--- src/hdl/dual_issue_pkg.sv ---
`default_nettype none

package dual_issue_pkg;

    localparam int XLEN       = 32;
    localparam int REG_AW     = 5;
    localparam int REG_NUM    = 32;
    localparam int FIFO_DEPTH = 8;
    localparam int FIFO_AW    = 3;
    localparam int ALU_OP_W   = 4;

    localparam logic [ALU_OP_W-1:0] ALU_ADD  = 4'd0;
    localparam logic [ALU_OP_W-1:0] ALU_SUB  = 4'd1;
    localparam logic [ALU_OP_W-1:0] ALU_AND  = 4'd2;
    localparam logic [ALU_OP_W-1:0] ALU_OR   = 4'd3;
    localparam logic [ALU_OP_W-1:0] ALU_XOR  = 4'd4;
    localparam logic [ALU_OP_W-1:0] ALU_NOR  = 4'd5;
    localparam logic [ALU_OP_W-1:0] ALU_SLT  = 4'd6;
    localparam logic [ALU_OP_W-1:0] ALU_SLTU = 4'd7;
    localparam logic [ALU_OP_W-1:0] ALU_SLL  = 4'd8;
    localparam logic [ALU_OP_W-1:0] ALU_SRL  = 4'd9;
    localparam logic [ALU_OP_W-1:0] ALU_SRA  = 4'd10;
    localparam logic [ALU_OP_W-1:0] ALU_LUI  = 4'd11;

    localparam logic [5:0] OP_RTYPE = 6'h00;
    localparam logic [5:0] OP_ADDIU = 6'h09;
    localparam logic [5:0] OP_SLTI  = 6'h0a;
    localparam logic [5:0] OP_ANDI  = 6'h0c;
    localparam logic [5:0] OP_ORI   = 6'h0d;
    localparam logic [5:0] OP_XORI  = 6'h0e;
    localparam logic [5:0] OP_LUI   = 6'h0f;

    localparam logic [5:0] FN_SLL  = 6'h00;
    localparam logic [5:0] FN_SRL  = 6'h02;
    localparam logic [5:0] FN_SRA  = 6'h03;
    localparam logic [5:0] FN_ADDU = 6'h21;
    localparam logic [5:0] FN_SUBU = 6'h23;
    localparam logic [5:0] FN_AND  = 6'h24;
    localparam logic [5:0] FN_OR   = 6'h25;
    localparam logic [5:0] FN_XOR  = 6'h26;
    localparam logic [5:0] FN_NOR  = 6'h27;
    localparam logic [5:0] FN_SLT  = 6'h2a;
    localparam logic [5:0] FN_SLTU = 6'h2b;

    // same word seen as R-type or I-type
    typedef union packed {
        struct packed {
            logic [5:0]        op;
            logic [REG_AW-1:0] rs;
            logic [REG_AW-1:0] rt;
            logic [REG_AW-1:0] rd;
            logic [4:0]        shamt;
            logic [5:0]        funct;
        } r;
        struct packed {
            logic [5:0]        op;
            logic [REG_AW-1:0] rs;
            logic [REG_AW-1:0] rt;
            logic [15:0]       imm16;
        } i;
    } inst_u;

endpackage

`default_nettype wire

--- src/hdl/inst_fifo.sv ---
`default_nettype none

module inst_fifo (
    input  wire                                  clk,
    input  wire                                  rst_i,
    input  wire                                  push_i,
    input  wire  [dual_issue_pkg::XLEN-1:0]      push_data_i,
    input  wire  [1:0]                           pop_cnt_i,
    output logic [dual_issue_pkg::XLEN-1:0]      head0_o,
    output logic [dual_issue_pkg::XLEN-1:0]      head1_o,
    output logic [dual_issue_pkg::FIFO_AW:0]     count_o,
    output logic                                 full_o
);

    logic [dual_issue_pkg::XLEN-1:0]    mem [dual_issue_pkg::FIFO_DEPTH];
    logic [dual_issue_pkg::FIFO_AW-1:0] wptr;
    logic [dual_issue_pkg::FIFO_AW-1:0] rptr;
    logic [dual_issue_pkg::FIFO_AW-1:0] rptr_next;
    logic [dual_issue_pkg::FIFO_AW:0]   count;

    assign rptr_next = rptr + dual_issue_pkg::FIFO_AW'(1);

    always_ff @(posedge clk) begin
        if (push_i) begin
            mem[wptr] <= push_data_i;
        end
    end

    // pointers wrap on their own since depth is a power of two
    always_ff @(posedge clk) begin
        if (rst_i) begin
            wptr  <= '0;
            rptr  <= '0;
            count <= '0;
        end else begin
            if (push_i) begin
                wptr <= wptr + dual_issue_pkg::FIFO_AW'(1);
            end
            rptr  <= rptr + dual_issue_pkg::FIFO_AW'(pop_cnt_i);
            count <= count + (dual_issue_pkg::FIFO_AW + 1)'(push_i)
                           - (dual_issue_pkg::FIFO_AW + 1)'(pop_cnt_i);
        end
    end

    assign head0_o = mem[rptr];
    assign head1_o = mem[rptr_next];
    assign count_o = count;
    assign full_o  = (count == (dual_issue_pkg::FIFO_AW + 1)'(dual_issue_pkg::FIFO_DEPTH));

endmodule

`default_nettype wire

--- config.mk ---
export PLATFORM = sky130hd
export DESIGN_NAME = inst_fifo
export DESIGN_NICKNAME = d
export VERILOG_FILES = /design/src/hdl/dual_issue_pkg.sv /design/src/hdl/inst_fifo.sv
export SDC_FILE = /design/constraint.sdc
export NUM_CORES = 1
export LEC_CHECK = 0
export ABC_CLOCK_PERIOD_IN_PS = 4940
export CORE_MARGIN = 8
export CORE_UTILIZATION = 30
export DETAILED_ROUTE_END_ITERATION = 6
export DONT_BUFFER_PORTS = 1
export PLACE_DENSITY = 0.52
export SYNTH_ARGS = -nofsm -noshare
export SYNTH_HDL_FRONTEND = slang
export SYNTH_SLANG_ARGS = --single-unit
--- constraint.sdc ---
create_clock -name clk -period 4.94 [get_ports clk]
set_input_delay 1.235 -clock clk [delete_from_list [all_inputs] [get_ports clk]]
set_output_delay 1.235 -clock clk [all_outputs]
set_load 0.01 [all_outputs]
; Word-level counts from Yosys, hierarchy flattened
; Memories as Yosys holds them, arrays and structs flattened. A register that Yosys moved wholly into a read port is not among the register bits.
; Index checks and enable logic that the tools add are counted.
[totals]
regBits = 10
latch_bits = 0
ram_bits = 256
rom_bits = 0
output_inout_bits = 69
mem_count = 1
[classes]
addsub = 5
mul = 0
div_mod_pow = 0
magnitude_cmp = 0
eq_ne = 1
n_shift = 0
n_mux = 3
n_bitwise = 0
reduce_logical = 0
[mem_list]
columns = name, depth, width, read_ports, rd_clocked_by_memory_dff, wr, line
row1 = mem, 8, 32, 2, 1, 1, inst_fifo.sv:15  ; logic [dual_issue_pkg::XLEN-1:0] mem [dual_issue_pkg::FIFO_DEPTH];
[ops]
columns = op, count
row1 = "adder 3 x 1 -> 3 bit, second input constant", 2
row2 = adder 4 x 1 -> 4 bit, 1
row3 = "== test 4 bit, second input constant", 1
row4 = subtractor 4 x 2 -> 4 bit, 1
row5 = adder 3 x 2 -> 3 bit, 1
row6 = two-way mux 3 bit, 1
row7 = two-way mux 1 bit, 2

; Depth between registers and ports, before layout
; Gate-level depths: netlist (run 1).
[depth]
ltp_word = 2
depth_mapped = 8
depth_no_buf = 8

; Worst setup path before layout (run 1)
; OpenSTA, ideal clock, no wires.
[synth_path]
path_kind = input-to-reg
start = in push_i
end = mem mem[0][0] (netlist name) (enable)
setup_ns = 0.461
arrival_ns = 3.536
t_required_ns = 4.479
slack_ns = 0.943
stages = 2
path_buffers = 0
path_cell_list = nand2b_1 > nor3_1
[synth_via]
elab_chain_len = 2
[synth_rtl]
columns = item, line
row1 = from (decl), inst_fifo.sv:6  ; input wire push_i,
row2 = two-way mux 1 bit, inst_fifo.sv:24  ; if (push_i) begin
row3 = two-way mux 1 bit (not written as such), inst_fifo.sv:25  ; mem[wptr] <= push_data_i;
row4 = to (decl), inst_fifo.sv:15
; Every way passes these cells.

==> impl_results.md, run 1 <==
* Die Width at 217.8 microns
* Reg clk slew, reported paths at 60 ps
* Initial Util at 30.13%
* Chip Height at 217.8 microns
* Worst-path maximum fanout at 38
* Post-CTS Setup Inserts at 0
* CP startpoint kind: flop
* Fin crit period at 4271 ps
* Die area at 47440 sq um
* CTS H-tree lvls at 1
* Maximum VDD drop at 0.0002163 V
* Worst Max-Slew Pin Slew at 1068 ps
* Pin count of the biggest net entering global routing at 130
* FF+latch count, synth at 266
* Via count at 5724
* Tightest Hold Check Type: reg2reg
* Final Max Slew Viols at 0
* All-Layer GR Usage at 12.18%
* DR WL/cell at 26.39 microns
* Global-route wire length before repair at 42990 microns
* Routed WL at 29370 microns
* Number of buffers created by CTS at 29
* Gpl congestion at 0.6981
* Clk buf depth at 3
* # IOs at 106
* Seq/Total Area, Yosys at 64.56%
* Period utilization at 86.45%
* Post-route DRC at 0
* # rows at 74
* Commonest cells after routing, fill and taps aside: 256 x edfxtp_1, 102 x mux4_2, 65 x mux2_2
* YS warnings at 0
* Mapped Area at 12220 sq um
* Total design power at 5.809 mW
* Cell leakage power at 4.235 nW
* Mapped Cells at 549
* Crit path buffers/inverters at 1
* CTS sink count at 266
* Fin area at 13820 sq um
* Port bufs at 0
* Syn avg cell area at 22.25 sq um
* RSZ-0062 raised after global routing: no
* Ant diodes at 0
* Vias in the first global route at 6445
* Most common cell after layout, fill and taps aside: edfxtp_1
* Fmax at 234.1 MHz
* Initial antenna violation count at 0
* Crit. End Element: primary output
* Yosys cell types at 24
* Layout cells sized above 1 at 40.96%
* Status: finished, final reports clean
* Post-route clock skew at 17.38 ps
* Finished Core Util at 34.07%
* Routed Antenna Nets at 0
* P&R area growth vs syn at 13.08%
* CTS tree: built
* Initial DRC Count at 296
* Critical-path cell list: buf_4 -> mux4_1 -> mux2_2
* CP Data Arrival Time at 3040 ps
* Setup TNS at 0 ps
* Maxcap violations at 0
* Area after DPL at 12880 sq um
* CP max stage delay at 750 ps
* Setup violation total in the final timing report at 0
* Final hold viol count at 0
* Critical path's top delay family: multiplexers
* Slew HR at 28.79%
* Post-DP HPWL at 17320 microns
* Core Area at 40550 sq um
* Vias per cell at 5.143
* CP required at 3700 ps
* Power Density at 420.5 nW/um^2
* DRT Pass-1 Iters at 4
* Cts repair resizes at 0
* Slowest cell on the critical path: buf_4
* Worst setup path class: reg2out
* Mapped Nets at 597
* Overflow after GRT at 0
* Hold_buf cts at 0
* Clock latency on the worst-skew pair at 560 ps
* # nets final at 608
* Clk root buf: clkbuf_16
## per-stage QoR
stage	hold slack, ps	setup slack [ps]	std cells
2_1_floorplan	491.9	943.2	549
3_3_place_gp	507.1	1124	1061
3_5_place_dp	531.6	1108	1061
4_1_cts	549.5	503.5	1113
5_1_grt	578.9	426.6	1113
6_report	548.8	669.2	1113
## per-layer routing
metal / wire (microns) / global-route usage, %
met1: 12120 / 14.53
met2: 14480 / 20.81
met3: 2259 / 4.272
met4: 515 / 3.135
met5: 0 / 0
## worst min-delay path, stage by stage, from the launching register on
cell and delay (ps):
dfxtp_1 360, xor2_1 80, nor2_1 80
## worst paths after layout
path,from,end,slack [ps],depth (start not counted)
min reg2reg,wptr[2],wptr[2],550,2
min,wptr[2],wptr[2],550,2
max,rptr[1],head0_o[24],670,3
max reg2reg,wptr[2],mem[2][0],2720,3
## cell usage after synthesis (all sizes together)
cell type  instances  share of area (%)
a21o               1              0.061
a21oi              1              0.041
buf               27                1.7
clkbuf             9               0.28
dfxtp             10                1.6
edfxtp           256                 63
fa                 2               0.33
ha                 9               0.92
inv                9               0.28
mux2              65                6.0
mux2i              1              0.082
mux4             128                 24
nand2              3              0.092
nand2b             3               0.15
nor2              14               0.43
nor2b              3               0.15
nor3               2              0.082
nor3b              1              0.061
xnor2              1              0.072
xor2               4               0.29
## where the power goes
group          internal [mW]  switching [mW]  total [mW]
clock network           1.28           0.871        2.15
logic                  0.503           0.543        1.05
registers               2.55          0.0644        2.61
total                   4.33            1.48        5.81
## layout make-up
cell class / instances / area [sq um]
timing repair buffer: 16 / 145.1
inverter: 9 / 33.78
sequential: 266 / 7896
tap: 532 / 665.6
multi-input combinational: 238 / 4136
clock inverter: 18 / 193.9
fill: 3749 / 26740
clock buffer: 34 / 744.5
## sequential cells by signal, indices dropped and copies added (netlist names)
register and count:
count_o 4, mem 256, rptr 3, wptr 3
## cell families after synthesis
group / after synthesis / synth area share, %
xor+xnor: 5 / 0.3584
flops: 266 / 64.56
buf+inv: 45 / 2.294
compound gates: 2 / 0.1024
simple gates: 26 / 0.9729
mux: 194 / 30.47
fa+ha+maj: 11 / 1.249
No activity file was read; power rests on OpenSTA's default activity.
==> run 2, diff against run 1 <==
CORE_UTILIZATION = 40   (was 30)
PLACE_DENSITY = 0.62   (was 0.52)
==> run 2 against run 1 <==
  * Clock power hardly changed
  * Maximum frequency increased by 2.2%
  * First-iteration DRC count fell by 2.7%
  * Global-route usage grew 2.5 points
  * Non-clock buffer count shrank 2
  * Utilization increased by 11 points
  * Critical path depth did not move
  * Setup slack gained 92 ps
  * Design area decreased by 1.4%
  * Critical path type unchanged
  * Largest power group unchanged
==> impl_results.md, run 2 (synthesized netlist as in run 1, its figures left out) <==
* Status: finished, final reports clean
* Post-CTS Setup Inserts at 0
* CP required at 3700 ps
* Clk root buf: clkbuf_16
* P&R area growth vs syn at 11.47%
* Worst Max-Slew Pin Slew at 1038 ps
* R2R Path Start: rptr[1]
* Power Density at 421.5 nW/um^2
* Setup violation total in the final timing report at 0
* Die Width at 190.8 microns
* Vias in the first global route at 6202
* Setup TNS at 0 ps
* Hold_buf cts at 0
* # rows at 64
* Cts repair resizes at 0
* Final hold viol count at 0
* Critical Path Start: rptr[1]
* Overflow after GRT at 0
* Reg2reg path depth at 5
* Reg clk slew, reported paths at 60 ps
* Routed Antenna Nets at 0
* Post-route clock skew at 8.387 ps
* Critical Path End: head0_o[25]
* Initial DRC Count at 288
* CP Data Arrival Time at 2940 ps
* Initial antenna violation count at 0
* CTS H-tree lvls at 1
* Pin count of the biggest net entering global routing at 130
* Layout cells sized above 1 at 40.76%
* Clock latency on the worst-skew pair at 540 ps
* Final Max Slew Viols at 0
* CP startpoint kind: flop
* Worst Min Path Start: wptr[2]
* Via count at 5581
* Fmax at 239.3 MHz
* Final WS setup at 761.6 ps
* Tightest Hold Check Type: reg2reg
* DR WL/cell at 27.27 microns
* Most common cell after layout, fill and taps aside: edfxtp_1
* RSZ-0062 raised after global routing: no
* Initial Util at 40.26%
* Fin crit period at 4178 ps
* Ant diodes at 0
* Port bufs at 0
* Post-route DRC at 0
* # nets final at 605
* Gpl congestion at 0.7119
* Maxcap violations at 0
* Worst reg2reg endpoint: rptr[2]
* Number of buffers created by CTS at 28
* Slew HR at 30.77%
* Post-DP HPWL at 15610 microns
* Die area at 36390 sq um
* # IOs at 106
* All-Layer GR Usage at 14.70%
* Global-route wire length before repair at 40020 microns
* CTS tree: built
* Core Area at 30350 sq um
* Top reg by flops: mem
* Fillers at 2490
* CTS sink count at 266
* Vias per cell at 5.724
* Commonest cells after routing, fill and taps aside: 256 x edfxtp_1, 102 x mux4_2, 65 x mux2_2
* Crit. End Element: primary output
* Period utilization at 84.58%
* Cell leakage power at 4.214 nW
* Worst setup path class: reg2out
* Reg2Reg Setup Slack at 2620 ps
* Chip Height at 190.8 microns
* Setup WS pre-CTS at 1222 ps
* Clk buf depth at 3
* Max FFs per register at 256
* Maximum VDD drop at 0.0002535 V
* Worst-path maximum fanout at 47
* Routed WL at 26590 microns
* DRT Pass-1 Iters at 6
-- run 2: cell count changes in the layout (fill, tap and decap cells not counted) --
cell        before  now
clkbuf_1         5    3
clkinv_1         5    7
clkinvlp_4       1    3
buf_12           2    1
buf_4           14   13
clkinv_2         6    5
clkinv_4         1    0
-- run 2: area by class of cell --
cell class / count / area (sq um) / area share (%)
Clock buffer: 32 / 737.0 / 5.411
Clock inverter: 20 / 202.7 / 1.488
Inverter: 9 / 33.78 / 0.2480
Multi-Input combinational cell: 238 / 4136 / 30.37
Sequential cell: 266 / 7896 / 57.98
Tap cell: 396 / 495.5 / 3.638
Timing Repair Buffer: 14 / 117.6 / 0.8636
-- run 2: critical path, cell delays in order (launching register included) --
cell	delay, ps
dfxtp_4	610
buf_4	790
mux4_1	650
mux2_2	330
-- run 2: metal layers --
metal / global-route usage (%) / up-vias / share of wire, %
li1: - / 2398 / -
met1: 16.69 / 3010 / 38
met2: 26.21 / 138 / 52
met3: 4.627 / 35 / 7.3
met4: 4.206 / 0 / 2.1
met5: 0 / - / 0
-- run 2: through the flow --
stage | total power, mW | hold slack, ps | util, % | instances | cell area (sq um)
final | 5.740 | 541.4 | 44.88 | 975 | 13620
after global routing | 5.976 | 613.4 | 44.88 | 975 | 13620
after CTS | 5.834 | 547.0 | 44.88 | 975 | 13620
after detailed placement | 3.704 | 527.5 | 41.78 | 923 | 12680
after global placement | 3.683 | 520.4 | 41.78 | 923 | 12680
after floorplan | 3.466 | 491.9 | - | 549 | 12220
-- run 2: power by group --
| part | internal, mW | total (mW) | switching [mW] | leakage (nW) |
|---|---|---|---|---|
| Sequential | 2.55 | 2.61 | 0.0569 | 2.41 |
| Combinational | 0.497 | 1.02 | 0.522 | 1.35 |
| Clock | 1.28 | 2.12 | 0.839 | 0.453 |
-- run 2: worst min-delay path by stage --
stage / slack [ps] / cells after the start / to
floorplan: 490 / 2 / wptr[2]
CTS: 550 / 2 / wptr[2]
global placement: 520 / 2 / wptr[2]
detailed placement: 530 / 2 / wptr[2]
global route: 610 / 2 / wptr[2]
finish: 540 / 2 / wptr[2]
==> run 3, diff against run 2 <==
ABC_AREA = 1   (was default)
ABC_CLOCK_PERIOD_IN_PS = 3900   (was 4940)
clock period = 3.9 ns   (was 4.94 ns; I/O delays follow)
==> run 3 against run 2 <==
  * Utilization decreased by 0.82 points
  * Wire length increased by 41%
  * Die area increased by 16%
  * Critical path type unchanged
  * Highest routed layer unchanged
==> impl_results.md, run 3 <==
* Worst setup path class: reg2out
* Top_reg_cell synth: edfxtp_1
* Initial antenna violation count at 0
* CTS H-tree lvls at 1
* Main area contributors after synthesis: edfxtp_1 54%, nand2_1 22%, nand3_1 9.0%
* Vias in the first global route at 10510
* P&R area growth vs syn at 8.809%
* Reg clk slew, reported paths at 60 ps
* All-Layer GR Usage at 17.65%
* Clock share of power at 36.6%
* CP Data Arrival Time at 2680 ps
* Clock latency on the worst-skew pair at 560 ps
* Max FFs per register at 256
* Status: finished, final reports clean
* Hold Slack at 483.4 ps
* Die area at 42140 sq um
* Post-CTS Setup Inserts at 0
* Final Max Slew Viols at 0
* Worst-path maximum fanout at 64
* Post-route clock skew at 12.39 ps
* # rows at 69
* CTS sink count at 266
* Fmax at 273.4 MHz
* Hold_buf cts at 0
* Clk root buf: clkbuf_16
* Final hold viol count at 0
* CTS tree: built
* # nets final at 1784
* Core Area at 35400 sq um
* DR WL/cell at 16.91 microns
* Setup TNS at 0 ps
* YS warnings at 0
* Mapped Area at 14330 sq um
* Post-DP HPWL at 21460 microns
* Clk buf depth at 3
* Cts repair resizes at 0
* Via count at 10990
* Final cell count without fillers at 2220
* Maxcap violations at 0
* Final WS setup at 242.5 ps
* Commonest cells after routing, fill and taps aside: 843 x nand2_1, 272 x inv_1, 257 x nand3_1
* CP required at 2920 ps
* Slew HR at 17.61%
* Worst Max-Slew Pin Slew at 1236 ps
* Setup violation total in the final timing report at 0
* Port bufs at 0
* Uppermost layer routed: met4
* Pin count of the biggest net entering global routing at 233
* DRT Pass-1 Iters at 5
* Maximum VDD drop at 0.0003660 V
* Ant diodes at 0
* Top reg by flops: mem
* Syn avg cell area at 8.061 sq um
* Synth top cells by count: 843 x nand2_1, 273 x inv_1, 257 x nand3_1, 256 x edfxtp_1, 46 x buf_2
* Sequential share of power at 41.4%
* Setup WS pre-CTS at 808.4 ps
* Fin area at 15600 sq um
* Yosys cell types at 21
* Gpl congestion at 0.7713
* Cell taking the most area after synthesis: edfxtp_1
* Mapped Nets at 1826
* Seq/Total Area, Yosys at 55.03%
* Layout cells sized above 1 at 4.946%
* Cell leakage power at 7.363 nW
* Placed insts at 2164
* Asr flop ratio synth at 0%
* Global-route wire length before repair at 58450 microns
* Tightest Hold Check Type: in2reg
* Period utilization at 93.78%
* Fin crit period at 3657 ps
* # IOs at 106
* Number of buffers created by CTS at 31
* M1 WL at 16140 microns
* Initial Util at 40.49%
* Chip Height at 205.3 microns
* Pint at 5.450 mW
* Fillers at 3423
* Routed Antenna Nets at 0
* Total design power at 7.910 mW
* Area after DPL at 14580 sq um
* Mapped Cells at 1778
* Met2 routed WL at 17740 microns
* Area fraction of the dominant cell type after synthesis at 53.64%
* Comb power frac at 22.0%
* Finished Core Util at 44.06%
* Most common cell after layout, fill and taps aside: nand2_1
* Post-route DRC at 0
* Crit. End Element: primary output
* Vias per cell at 4.951
* Power Density at 507.2 nW/um^2
* Post-synth EDFFs at 256
* Routed WL at 37540 microns
* Overflow after GRT at 0
* Die Width at 205.3 microns
* Switching Fraction at 31.10%
* Most frequent cell after synthesis: nand2_1
* FF+latch count, synth at 266
* DR WL met3 at 2662 microns
* RSZ-0062 raised after global routing: no
* Initial DRC Count at 833
* Net switching power at 2.460 mW
* CP startpoint kind: flop
run 3: path summary, 6_finish.rpt:
check	start	endpoint	slack [ps]	cells past startpoint
hold reg to reg	wptr[0]	wptr[0]	500	2
setup reg to reg	wptr[0]	mem[1][1]	1930	3
setup / recovery	rptr[0]	head1_o[10]	240	6
hold / removal	rst_i	rptr[0]	480	1
run 3: cells by family (layout without fill, tap and decap cells):
group	Yosys count	after routing	share of synthesized area [%]
compound gates	8	8	0.2793
buf+inv	373	354	11.81
xor+xnor	2	2	0.2532
flops	266	266	55.03
fa+ha+maj	11	11	1.065
simple gates	1118	1118	31.56
run 3: cell type report:
class | instances | area [sq um] | area share (%)
Inverter | 276 | 1041 | 6.675
Timing Repair Buffer | 22 | 252.7 | 1.621
Multi-Input combinational cell | 1139 | 4815 | 30.87
Clock inverter | 23 | 232.7 | 1.492
Clock buffer | 33 | 783.3 | 5.022
Tap cell | 461 | 576.8 | 3.699
Sequential cell | 266 | 7894 | 50.62
run 3: metal layers:
layer / track usage (%) / vias to the layer above
met5: 0 / -
met4: 6.459 / 0
met3: 3.700 / 67
met2: 29.26 / 335
met1: 22.55 / 5142
li1: - / 5448
run 3: power by group through the flow:
stage / clock network (mW) / logic (mW) / registers [mW]
after floorplan: 0 / 1.35 / 3.30
after global placement: 0 / 1.73 / 3.33
after detailed placement: 0 / 1.76 / 3.33
after CTS: 2.95 / 1.77 / 3.28
after global routing: 3.07 / 1.95 / 3.28
final: 2.89 / 1.74 / 3.28
run 3: worst max-delay path, cell delays in order, from the launching register on:
cell	delay (ps)
dfxtp_4	450
ha_2	380
buf_4	740
nand3_1	220
nand2_1	110
nand2_1	50
nand2_1	150
